[src/common/cosPkg.sv]
// Clock and baud constants, data widths, bus structs and FSM states for the UART control path
package cosPkg;

  // **************************************************
  // Clock and serial timing
  localparam int ClockHz        = 125_000_000;
  localparam int UartBaud       = 7_812_500;
  localparam int CyclesPerBit   = ClockHz / UartBaud;
  localparam int HalfBit        = CyclesPerBit / 2;
  // One bit time of idle line plus margin for the host
  localparam int TopResetCycles = CyclesPerBit + 50;

  localparam int TickCountWidth  = $clog2(CyclesPerBit);
  localparam int ResetCountWidth = $clog2(TopResetCycles + 1);

  // **************************************************
  // Plain vector types
  typedef logic [7:0]                 byteT;
  typedef logic [7:0]                 ledT;
  typedef logic [7:0]                 gpioT;
  typedef logic [3:0]                 errorCountT;
  typedef logic [TickCountWidth-1:0]  tickCountT;
  typedef logic [ResetCountWidth-1:0] resetCountT;

  // Command targets
  localparam byteT TargetLed   = 8'h00;
  localparam byteT TargetGpio  = 8'h01;
  localparam byteT TargetReset = 8'hFF;

  // Register addresses inside each target
  localparam byteT AddrLed          = 8'h00;
  localparam byteT AddrGpioOut      = 8'h00;
  localparam byteT AddrGpioTristate = 8'h01;

  localparam errorCountT ErrorCountMax = 4'd15;

  // **************************************************
  // Bus structs
  typedef struct packed {
    byteT data;
    logic framingError;
  } rxByteT;

  typedef struct packed {
    byteT target;
    byteT addr;
    byteT data;
  } commandT;

  typedef struct packed {
    errorCountT framingErrors;
    errorCountT commandErrors;
  } cosStatusT;

  // **************************************************
  // State machines
  typedef enum logic [2:0] {
    RxIdle, RxStart, RxData, RxStop, RxDeliver
  } rxStateE;

  typedef enum logic [1:0] {
    FrTarget, FrAddr, FrData, FrWaitAckLow
  } framerStateE;

endpackage

[src/logic/resetStretch.sv]
// Reset stretcher merging the board reset with reset commands from the host
`timescale 1ns/1ps

module resetStretch (
  input  logic clock,
  input  logic rstN,
  input  logic resetRequest,
  output logic coreRstN
);

  cosPkg::resetCountT holdCount;

  // Either source reloads the hold count
  // Release happens on the edge where the count runs out
  always_ff @(posedge clock or negedge rstN) begin
    if (!rstN) begin
      holdCount <= cosPkg::resetCountT'(cosPkg::TopResetCycles);
      coreRstN  <= 1'b0;
    end else if (resetRequest) begin
      holdCount <= cosPkg::resetCountT'(cosPkg::TopResetCycles);
      coreRstN  <= 1'b0;
    end else begin
      if (holdCount != '0) begin
        holdCount <= holdCount - 1'b1;
      end
      coreRstN <= (holdCount <= cosPkg::resetCountT'(1));
    end
  end

endmodule

[src/uart/uartByteRx.sv]
// UART 8N1 receiver with input synchronizer, mid-bit sampling and four-phase byte delivery
`timescale 1ns/1ps

module uartByteRx (
  input  logic           clock,
  input  logic           rstN,
  input  logic           uartRx,
  output cosPkg::rxByteT rxByte,
  output logic           byteReq,
  input  logic           byteAck
);

  logic              rxMeta;
  logic              rxSync;
  cosPkg::rxStateE   state;
  cosPkg::tickCountT tickCount;
  logic [2:0]        bitIndex;
  logic              pending;
  logic              sampleTick;

  // Line idles high
  always_ff @(posedge clock or negedge rstN) begin
    if (!rstN) begin
      rxMeta <= 1'b1;
      rxSync <= 1'b1;
    end else begin
      rxMeta <= uartRx;
      rxSync <= rxMeta;
    end
  end

  assign sampleTick = (tickCount == '0);

  // **************************************************
  // Bit timing FSM
  always_ff @(posedge clock or negedge rstN) begin
    if (!rstN) begin
      state     <= cosPkg::RxIdle;
      tickCount <= '0;
      bitIndex  <= '0;
      pending   <= 1'b0;
    end else begin
      case (state)
        cosPkg::RxIdle: begin
          if (!rxSync) begin
            tickCount <= cosPkg::tickCountT'(cosPkg::HalfBit - 1);
            state     <= cosPkg::RxStart;
          end
        end
        cosPkg::RxStart: begin
          if (!sampleTick) begin
            tickCount <= tickCount - 1'b1;
          end else if (!rxSync) begin
            // Start bit confirmed at its middle
            tickCount <= cosPkg::tickCountT'(cosPkg::CyclesPerBit - 1);
            bitIndex  <= '0;
            state     <= cosPkg::RxData;
          end else begin
            state <= cosPkg::RxIdle;
          end
        end
        cosPkg::RxData: begin
          if (!sampleTick) begin
            tickCount <= tickCount - 1'b1;
          end else begin
            tickCount <= cosPkg::tickCountT'(cosPkg::CyclesPerBit - 1);
            bitIndex  <= bitIndex + 1'b1;
            if (bitIndex == 3'd7) begin
              state <= cosPkg::RxStop;
            end
          end
        end
        cosPkg::RxStop: begin
          if (!sampleTick) begin
            tickCount <= tickCount - 1'b1;
          end else begin
            // Count out the rest of the stop bit while delivering
            tickCount <= cosPkg::tickCountT'(cosPkg::HalfBit - 2);
            pending   <= 1'b1;
            state     <= cosPkg::RxDeliver;
          end
        end
        default: begin
          if (!sampleTick) begin
            tickCount <= tickCount - 1'b1;
          end
          if (pending && !byteAck) begin
            pending <= 1'b0;
          end
          if (sampleTick && !pending && !byteReq) begin
            state <= cosPkg::RxIdle;
          end
        end
      endcase
    end
  end

  // Data bits arrive LSB first
  always_ff @(posedge clock) begin
    if (state == cosPkg::RxData && sampleTick) begin
      rxByte.data <= {rxSync, rxByte.data[7:1]};
    end
    if (state == cosPkg::RxStop && sampleTick) begin
      rxByte.framingError <= !rxSync;
    end
  end

  // **************************************************
  // Four-phase request side
  always_ff @(posedge clock or negedge rstN) begin
    if (!rstN) begin
      byteReq <= 1'b0;
    end else if (pending && !byteAck) begin
      byteReq <= 1'b1;
    end else if (byteReq && byteAck) begin
      byteReq <= 1'b0;
    end
  end

  reqAfterAckLow: assert property (@(posedge clock) disable iff (!rstN)
    $rose(byteReq) |-> !byteAck);

  rxByteHeld: assert property (@(posedge clock) disable iff (!rstN)
    byteReq && $past(byteReq) |-> $stable(rxByte));

  // Handshake must finish within one byte time
  noOverrun: assert property (@(posedge clock) disable iff (!rstN)
    (state == cosPkg::RxStop && sampleTick) |-> !byteReq);

endmodule

[src/csr/commandFramer.sv]
// Command framer collecting target, address and data bytes into write commands
`timescale 1ns/1ps

module commandFramer (
  input  logic               clock,
  input  logic               rstN,
  input  cosPkg::rxByteT     rxByte,
  input  logic               byteReq,
  output logic               byteAck,
  output cosPkg::commandT    cmd,
  output logic               cmdValid,
  output cosPkg::errorCountT framingErrors
);

  cosPkg::framerStateE state;
  cosPkg::framerStateE nextField;
  logic                cmdFull;
  logic                takeByte;

  // Ack is low in every field state
  assign takeByte = byteReq && (state != cosPkg::FrWaitAckLow);

  always_ff @(posedge clock or negedge rstN) begin
    if (!rstN) begin
      state         <= cosPkg::FrTarget;
      nextField     <= cosPkg::FrTarget;
      byteAck       <= 1'b0;
      cmdFull       <= 1'b0;
      cmdValid      <= 1'b0;
      framingErrors <= '0;
    end else begin
      cmdValid <= 1'b0;
      if (takeByte) begin
        byteAck <= 1'b1;
        state   <= cosPkg::FrWaitAckLow;
        if (rxByte.framingError) begin
          // Drop any partial command
          nextField <= cosPkg::FrTarget;
          if (framingErrors != cosPkg::ErrorCountMax) begin
            framingErrors <= framingErrors + 1'b1;
          end
        end else begin
          case (state)
            cosPkg::FrTarget: nextField <= cosPkg::FrAddr;
            cosPkg::FrAddr:   nextField <= cosPkg::FrData;
            default: begin
              nextField <= cosPkg::FrTarget;
              cmdFull   <= 1'b1;
            end
          endcase
        end
      end else if (state == cosPkg::FrWaitAckLow) begin
        if (cmdFull) begin
          cmdValid <= 1'b1;
          cmdFull  <= 1'b0;
        end
        if (!byteReq) begin
          byteAck <= 1'b0;
          state   <= nextField;
        end
      end
    end
  end

  // Command fields
  always_ff @(posedge clock) begin
    if (takeByte && !rxByte.framingError) begin
      case (state)
        cosPkg::FrTarget: cmd.target <= rxByte.data;
        cosPkg::FrAddr:   cmd.addr   <= rxByte.data;
        default:          cmd.data   <= rxByte.data;
      endcase
    end
  end

endmodule

[src/csr/ioRegisterBank.sv]
// LED and GPIO register bank with command decode, error count and reset request
`timescale 1ns/1ps

module ioRegisterBank (
  input  logic               clock,
  input  logic               rstN,
  input  cosPkg::commandT    cmd,
  input  logic               cmdValid,
  output cosPkg::ledT        ledOut,
  output cosPkg::gpioT       gpioOut,
  output cosPkg::gpioT       gpioTristate,
  output cosPkg::errorCountT commandErrors,
  output logic               resetRequest
);

  logic cmdBad;

  // **************************************************
  // Target and address decode
  always_comb begin
    cmdBad = 1'b0;
    case (cmd.target)
      cosPkg::TargetLed: begin
        cmdBad = (cmd.addr != cosPkg::AddrLed);
      end
      cosPkg::TargetGpio: begin
        cmdBad = (cmd.addr != cosPkg::AddrGpioOut) &&
                 (cmd.addr != cosPkg::AddrGpioTristate);
      end
      // Reset ignores address and data
      cosPkg::TargetReset: begin
        cmdBad = 1'b0;
      end
      default: begin
        cmdBad = 1'b1;
      end
    endcase
  end

  // **************************************************
  // Registers
  always_ff @(posedge clock or negedge rstN) begin
    if (!rstN) begin
      ledOut        <= '0;
      gpioOut       <= '0;
      gpioTristate  <= '1;
      commandErrors <= '0;
      resetRequest  <= 1'b0;
    end else begin
      resetRequest <= 1'b0;
      if (cmdValid) begin
        if (cmdBad) begin
          if (commandErrors != cosPkg::ErrorCountMax) begin
            commandErrors <= commandErrors + 1'b1;
          end
        end else begin
          case (cmd.target)
            cosPkg::TargetLed: begin
              ledOut <= cmd.data;
            end
            cosPkg::TargetGpio: begin
              if (cmd.addr == cosPkg::AddrGpioOut) begin
                gpioOut <= cmd.data;
              end else begin
                gpioTristate <= cmd.data;
              end
            end
            default: begin
              resetRequest <= 1'b1;
            end
          endcase
        end
      end
    end
  end

  // A strobe held for two cycles would apply one command twice
  cmdValidPulse: assert property (@(posedge clock) disable iff (!rstN)
    cmdValid |=> !cmdValid);

endmodule

[src/logic/cosTop.sv]
// Top level of the UART control path with reset stretcher, receiver, framer and register bank
`timescale 1ns/1ps

module cosTop (
  input  logic              clock,
  input  logic              rstN,
  input  logic              uartRx,
  output cosPkg::ledT       ledOut,
  output cosPkg::gpioT      gpioOut,
  output cosPkg::gpioT      gpioTristate,
  output cosPkg::cosStatusT status
);

  logic               coreRstN;
  logic               resetRequest;
  logic               byteReq;
  logic               byteAck;
  logic               cmdValid;
  cosPkg::rxByteT     rxByte;
  cosPkg::commandT    cmd;
  cosPkg::errorCountT framingErrors;
  cosPkg::errorCountT commandErrors;

  // **************************************************
  // Reset
  resetStretch uRESET (
    .clock        (clock),
    .rstN         (rstN),
    .resetRequest (resetRequest),
    .coreRstN     (coreRstN)
  );

  // **************************************************
  // Serial receive and command path
  uartByteRx uUART_RX (
    .clock   (clock),
    .rstN    (coreRstN),
    .uartRx  (uartRx),
    .rxByte  (rxByte),
    .byteReq (byteReq),
    .byteAck (byteAck)
  );

  commandFramer uFRAMER (
    .clock         (clock),
    .rstN          (coreRstN),
    .rxByte        (rxByte),
    .byteReq       (byteReq),
    .byteAck       (byteAck),
    .cmd           (cmd),
    .cmdValid      (cmdValid),
    .framingErrors (framingErrors)
  );

  ioRegisterBank uREGS (
    .clock         (clock),
    .rstN          (coreRstN),
    .cmd           (cmd),
    .cmdValid      (cmdValid),
    .ledOut        (ledOut),
    .gpioOut       (gpioOut),
    .gpioTristate  (gpioTristate),
    .commandErrors (commandErrors),
    .resetRequest  (resetRequest)
  );

  assign status.framingErrors = framingErrors;
  assign status.commandErrors = commandErrors;

endmodule

[config.mk]
export PLATFORM = sky130hd
export DESIGN_NAME = cosTop
export DESIGN_NICKNAME = d
export VERILOG_FILES = /design/src/common/cosPkg.sv /design/src/logic/resetStretch.sv /design/src/uart/uartByteRx.sv /design/src/csr/commandFramer.sv /design/src/csr/ioRegisterBank.sv /design/src/logic/cosTop.sv
export SDC_FILE = /design/constraint.sdc
export NUM_CORES = 1
export LEC_CHECK = 0
export ABC_AREA = 1
export BUFFER_PORTS_ARGS = -buffer_cell sky130_fd_sc_hd__buf_4
export CAP_MARGIN = 25
export CORE_AREA = 2 2 102 104
export CTS_BUF_LIST = sky130_fd_sc_hd__clkbuf_8
export DETAILED_ROUTE_END_ITERATION = 12
export DIE_AREA = 0 0 104 106
export PLACE_DENSITY = 0.62
export SYNTH_ARGS = -nofsm -noshare
export SYNTH_HDL_FRONTEND = slang
export SYNTH_HIERARCHICAL = 1
export SYNTH_SLANG_ARGS = --single-unit
[constraint.sdc]
create_clock -name clock -period 4.6 [get_ports clock]
set_clock_uncertainty 0.2 [all_clocks]
set_input_delay 0.23 -clock clock [delete_from_list [all_inputs] [get_ports clock]]
set_output_delay 0.23 -clock clock [all_outputs]
set_load 0.1 [all_outputs]
==> key figures <==
Outcome
  • Result of the run: completed

Power
  • Pwr/cell area: 451 mW/mm2
  • Largest vdd supply drop: 0.000240 V
  • Leak pwr: 2.44 nW

Timing
  • Slew margin rel.: 43.5%
  • Transition at the pin with the smallest max-transition slack: 0.848 ns
  • Highest clock frequency the design can meet: 469 MHz
  • Number of max-slew violations in the final report: 0
  • Final count of hold timing violations: 0
  • Unrepaired setup endpoints after global routing: false
  • Fraction of the cycle the final worst path needs: 46.3%
  • Clock period minus final worst setup slack: 2.13 ns
  • Total setup violations reported at the end of the flow: 0
  • Setup Total Neg Slack: 0 ns

Global routing
  • Grt total ovfl: 0
  • Via count of the first global-routing pass: 2821
  • Global Route Usage Sum: 15.5%
  • Wire length of the first global-routing pass: 13500 um
  • Initial antenna violation count: 0
  • Largest net degree at the start of global routing: 55

Route
  • Wire length per cell after detailed routing: 12.7 um
  • Length of the first detailed-routing pass in iterations: 4
  • Total vias in the final route: 3061
  • Number of antenna-violating nets in the routed design: 0
  • Via count normalized by instance count: 4.84
  • Violation count after the first detailed-route iteration: 137
  • Total Routed Length: 8020 um
  • DRC viols: 0

Setup path
  • Kind of end point of the critical path: flip-flop
  • Req. time, crit path: 4.41 ns
  • Worst r2r dst: uFRAMER/cmd[9]
  • Critical Setup Path Class: reg2reg
  • Register-to-Register Setup Slack: 2.47 ns
  • Reg2reg path depth: 4
  • R2R Path Start: uFRAMER/state[0]
  • Worst Path Arrival: 1.94 ns
  • Cell with the biggest individual delay on the critical path: sky130_fd_sc_hd__nor2_1
  • Worst-path cell chain: nand2_1, ha_1, nand3b_1, nor2_1
  • Worst stage delay on the critical path: 0.55 ns
  • Critical path fanouts, max: 8
  • Type of element launching the critical path: flip-flop
  • First element of the critical path: uFRAMER/state[0]

Worst hold path
  • Hold Crit Class: in2async

Placed design
  • HPWL Detailed: 5600 um
  • Input/output buffers: 34
  • Gp weighted congestion: 0.848
  • Number of cells in the design after placement: 612

Logic synthesis
  • Number of flip-flops and latches in the synthesized netlist: 95
  • Area of the mapped netlist: 0.00437 mm2
  • Synthesized Nets: 457
  • Proportion of synthesized flip-flops having asynchronous set or reset: 65.3%
  • Yosys warning count: 6
  • Synthesized instance count: 445
  • Count of different cell masters after synthesis: 35
  • Average cell area after synthesis: 9.82 um2
  • Main synth FF type: sky130_fd_sc_hd__dfrtp_1
  • Portion of the post-synthesis area used by sequential elements: 58.6%
  • EDFF count, synth: 33

Clocking
  • Total CTS buffers: 9
  • # hold bufs at CTS: 3
  • CTS Sinks: 95
  • Count of buffers added by post-CTS timing repair for setup: 0
  • Post-cts repair resize count: 0
  • Max Buffers Root-to-Sink: 2
  • H-tree lvl count: 3
  • CTS Root Cell: sky130_fd_sc_hd__clkbuf_8
  • Later-pin clock latency in the skew report: 0.37 ns
  • Clock transition time at the flip-flop clock pins of the worst setup and hold paths: 0.10 ns
  • Clock tree from TritonCTS: yes

Floorplan
  • Count of pins on the block boundary: 35
  • Die Height: 106 um
  • Die outline width: 104 um
  • Core outline area: 0.0100 mm2
  • Starting density of the core: 43.7%
  • Total Die Area: 0.0110 mm2
  • Number of core rows: 37

Cells and area
  • Area growth from synthesis to final layout: 14.3%
  • Share of layout cells above drive strength 1: 24.6%
  • Final #Nets: 503
  • Diodes inserted: 0
  • Final std cells w/o fill: 632

Job
  • Max-Cap Viols: 0
## where the power goes
part	internal [W]	switching, W
registers	0.000966	0.000101
logic	0.000203	0.000460
clock network	0.000208	0.000314
total	0.00138	0.000874
## through the flow
step / hold slack (ns) / util, % / power, W / setup WS, ns / instance area (um2)
after floorplan: -0.266 / - / 0.00160 / 2.57 / 4370
after global placement: -0.144 / 47.7 / 0.00174 / 2.40 / 4770
after detailed placement: -0.144 / 47.7 / 0.00175 / 2.25 / 4770
after CTS: 0.138 / 49.9 / 0.00228 / 2.25 / 4990
after global routing: 0.128 / 49.9 / 0.00241 / 2.34 / 4990
final: 0.149 / 49.9 / 0.00225 / 2.47 / 4990
## layout make-up
cell class              count  area [um2]
clock buffers               9         124
repair buffers             39         300
multi-input cells         297        1590
clock inverters             7        60.1
flip-flops and latches     95        2560
inverters                  49         189
well taps                 136         170
fillers                   947        5010
## cell families after synthesis
logic type      Yosys count  synth area share [%]
compound gates           23                  2.81
xor+xnor                  5                  1.17
fa+ha+maj                 9                  2.58
buf+inv                  53                  5.01
flops                    95                  58.6
mux                       1                 0.258
simple gates            259                  29.6
## critical path: cells and delay by family (launching register included)
family,cells,cell delay [ns]
fa+ha+maj,1,0.30
simple gates,3,0.86
flops,1,0.41
## placed cells by master (no fill, tap or decap), drive strengths merged, types with 8 or more instances in the layout
master	count
nand2	164
dfrtp	50
a21oi	8
nor2	37
clkbuf	10
buf	35
dfstp	12
inv	52
edfxtp	33
ha	9
nand4	28
nand3	26
o21ai	12
## synth_stat cells, types with 2 or more instances
cell	instances	area share [%]
sky130_fd_sc_hd__xnor2_1	3	0.60
sky130_fd_sc_hd__nand3_1	19	2.2
sky130_fd_sc_hd__nand2_4	7	1.8
sky130_fd_sc_hd__o21ai_1	4	0.46
sky130_fd_sc_hd__nand2_2	11	1.6
sky130_fd_sc_hd__nor2_1	24	2.1
sky130_fd_sc_hd__nand3_2	6	1.4
sky130_fd_sc_hd__ha_1	9	2.6
sky130_fd_sc_hd__dfrtp_1	50	29
sky130_fd_sc_hd__nand2_1	146	13
sky130_fd_sc_hd__nor2_2	3	0.43
sky130_fd_sc_hd__o21ai_0	8	0.92
sky130_fd_sc_hd__edfxtp_1	33	23
sky130_fd_sc_hd__nor2_4	10	2.6
sky130_fd_sc_hd__inv_2	13	1.1
sky130_fd_sc_hd__a21oi_1	8	0.92
sky130_fd_sc_hd__dfstp_2	12	7.2
sky130_fd_sc_hd__inv_1	33	2.8
sky130_fd_sc_hd__nand4_1	27	3.9
sky130_fd_sc_hd__nor3_1	3	0.34
sky130_fd_sc_hd__clkinv_2	2	0.23
## state kept, by name (all words and copies together), names as in the netlist, 2 cells and up
name / flops
uREGS/ledOut: 8
uUART_RX/bitIndex: 3
uREGS/gpioOut: 8
uFRAMER/state: 2
uUART_RX/rxByte: 9
uFRAMER/cmd: 24
uUART_RX/state: 3
uREGS/commandErrors: 4
uREGS/gpioTristate: 8
uFRAMER/nextField: 2
uFRAMER/framingErrors: 4
uRESET/holdCount: 7
uUART_RX/tickCount: 4
## layer usage
metal / vias to the layer above / global-route usage [%] / wire (um)
li1: 1550 / - / -
met5: - / 0 / 0
met2: 57 / 25.1 / 3860
met4: 0 / 5.50 / 97
met1: 1446 / 20.1 / 3770
met3: 8 / 4.41 / 296
## worst max-delay path by stage
stage,to,slack [ns],depth (start not counted)
after floorplan,uFRAMER/cmd[0],2.57,4
after global placement,uFRAMER/cmd[3],2.40,4
after detailed placement,uFRAMER/cmd[1],2.25,4
after CTS,uFRAMER/cmd[5],2.25,4
after global routing,uFRAMER/cmd[9],2.34,4
final,uFRAMER/cmd[9],2.47,4
Note: power is estimated with default switching activity, not from simulation.
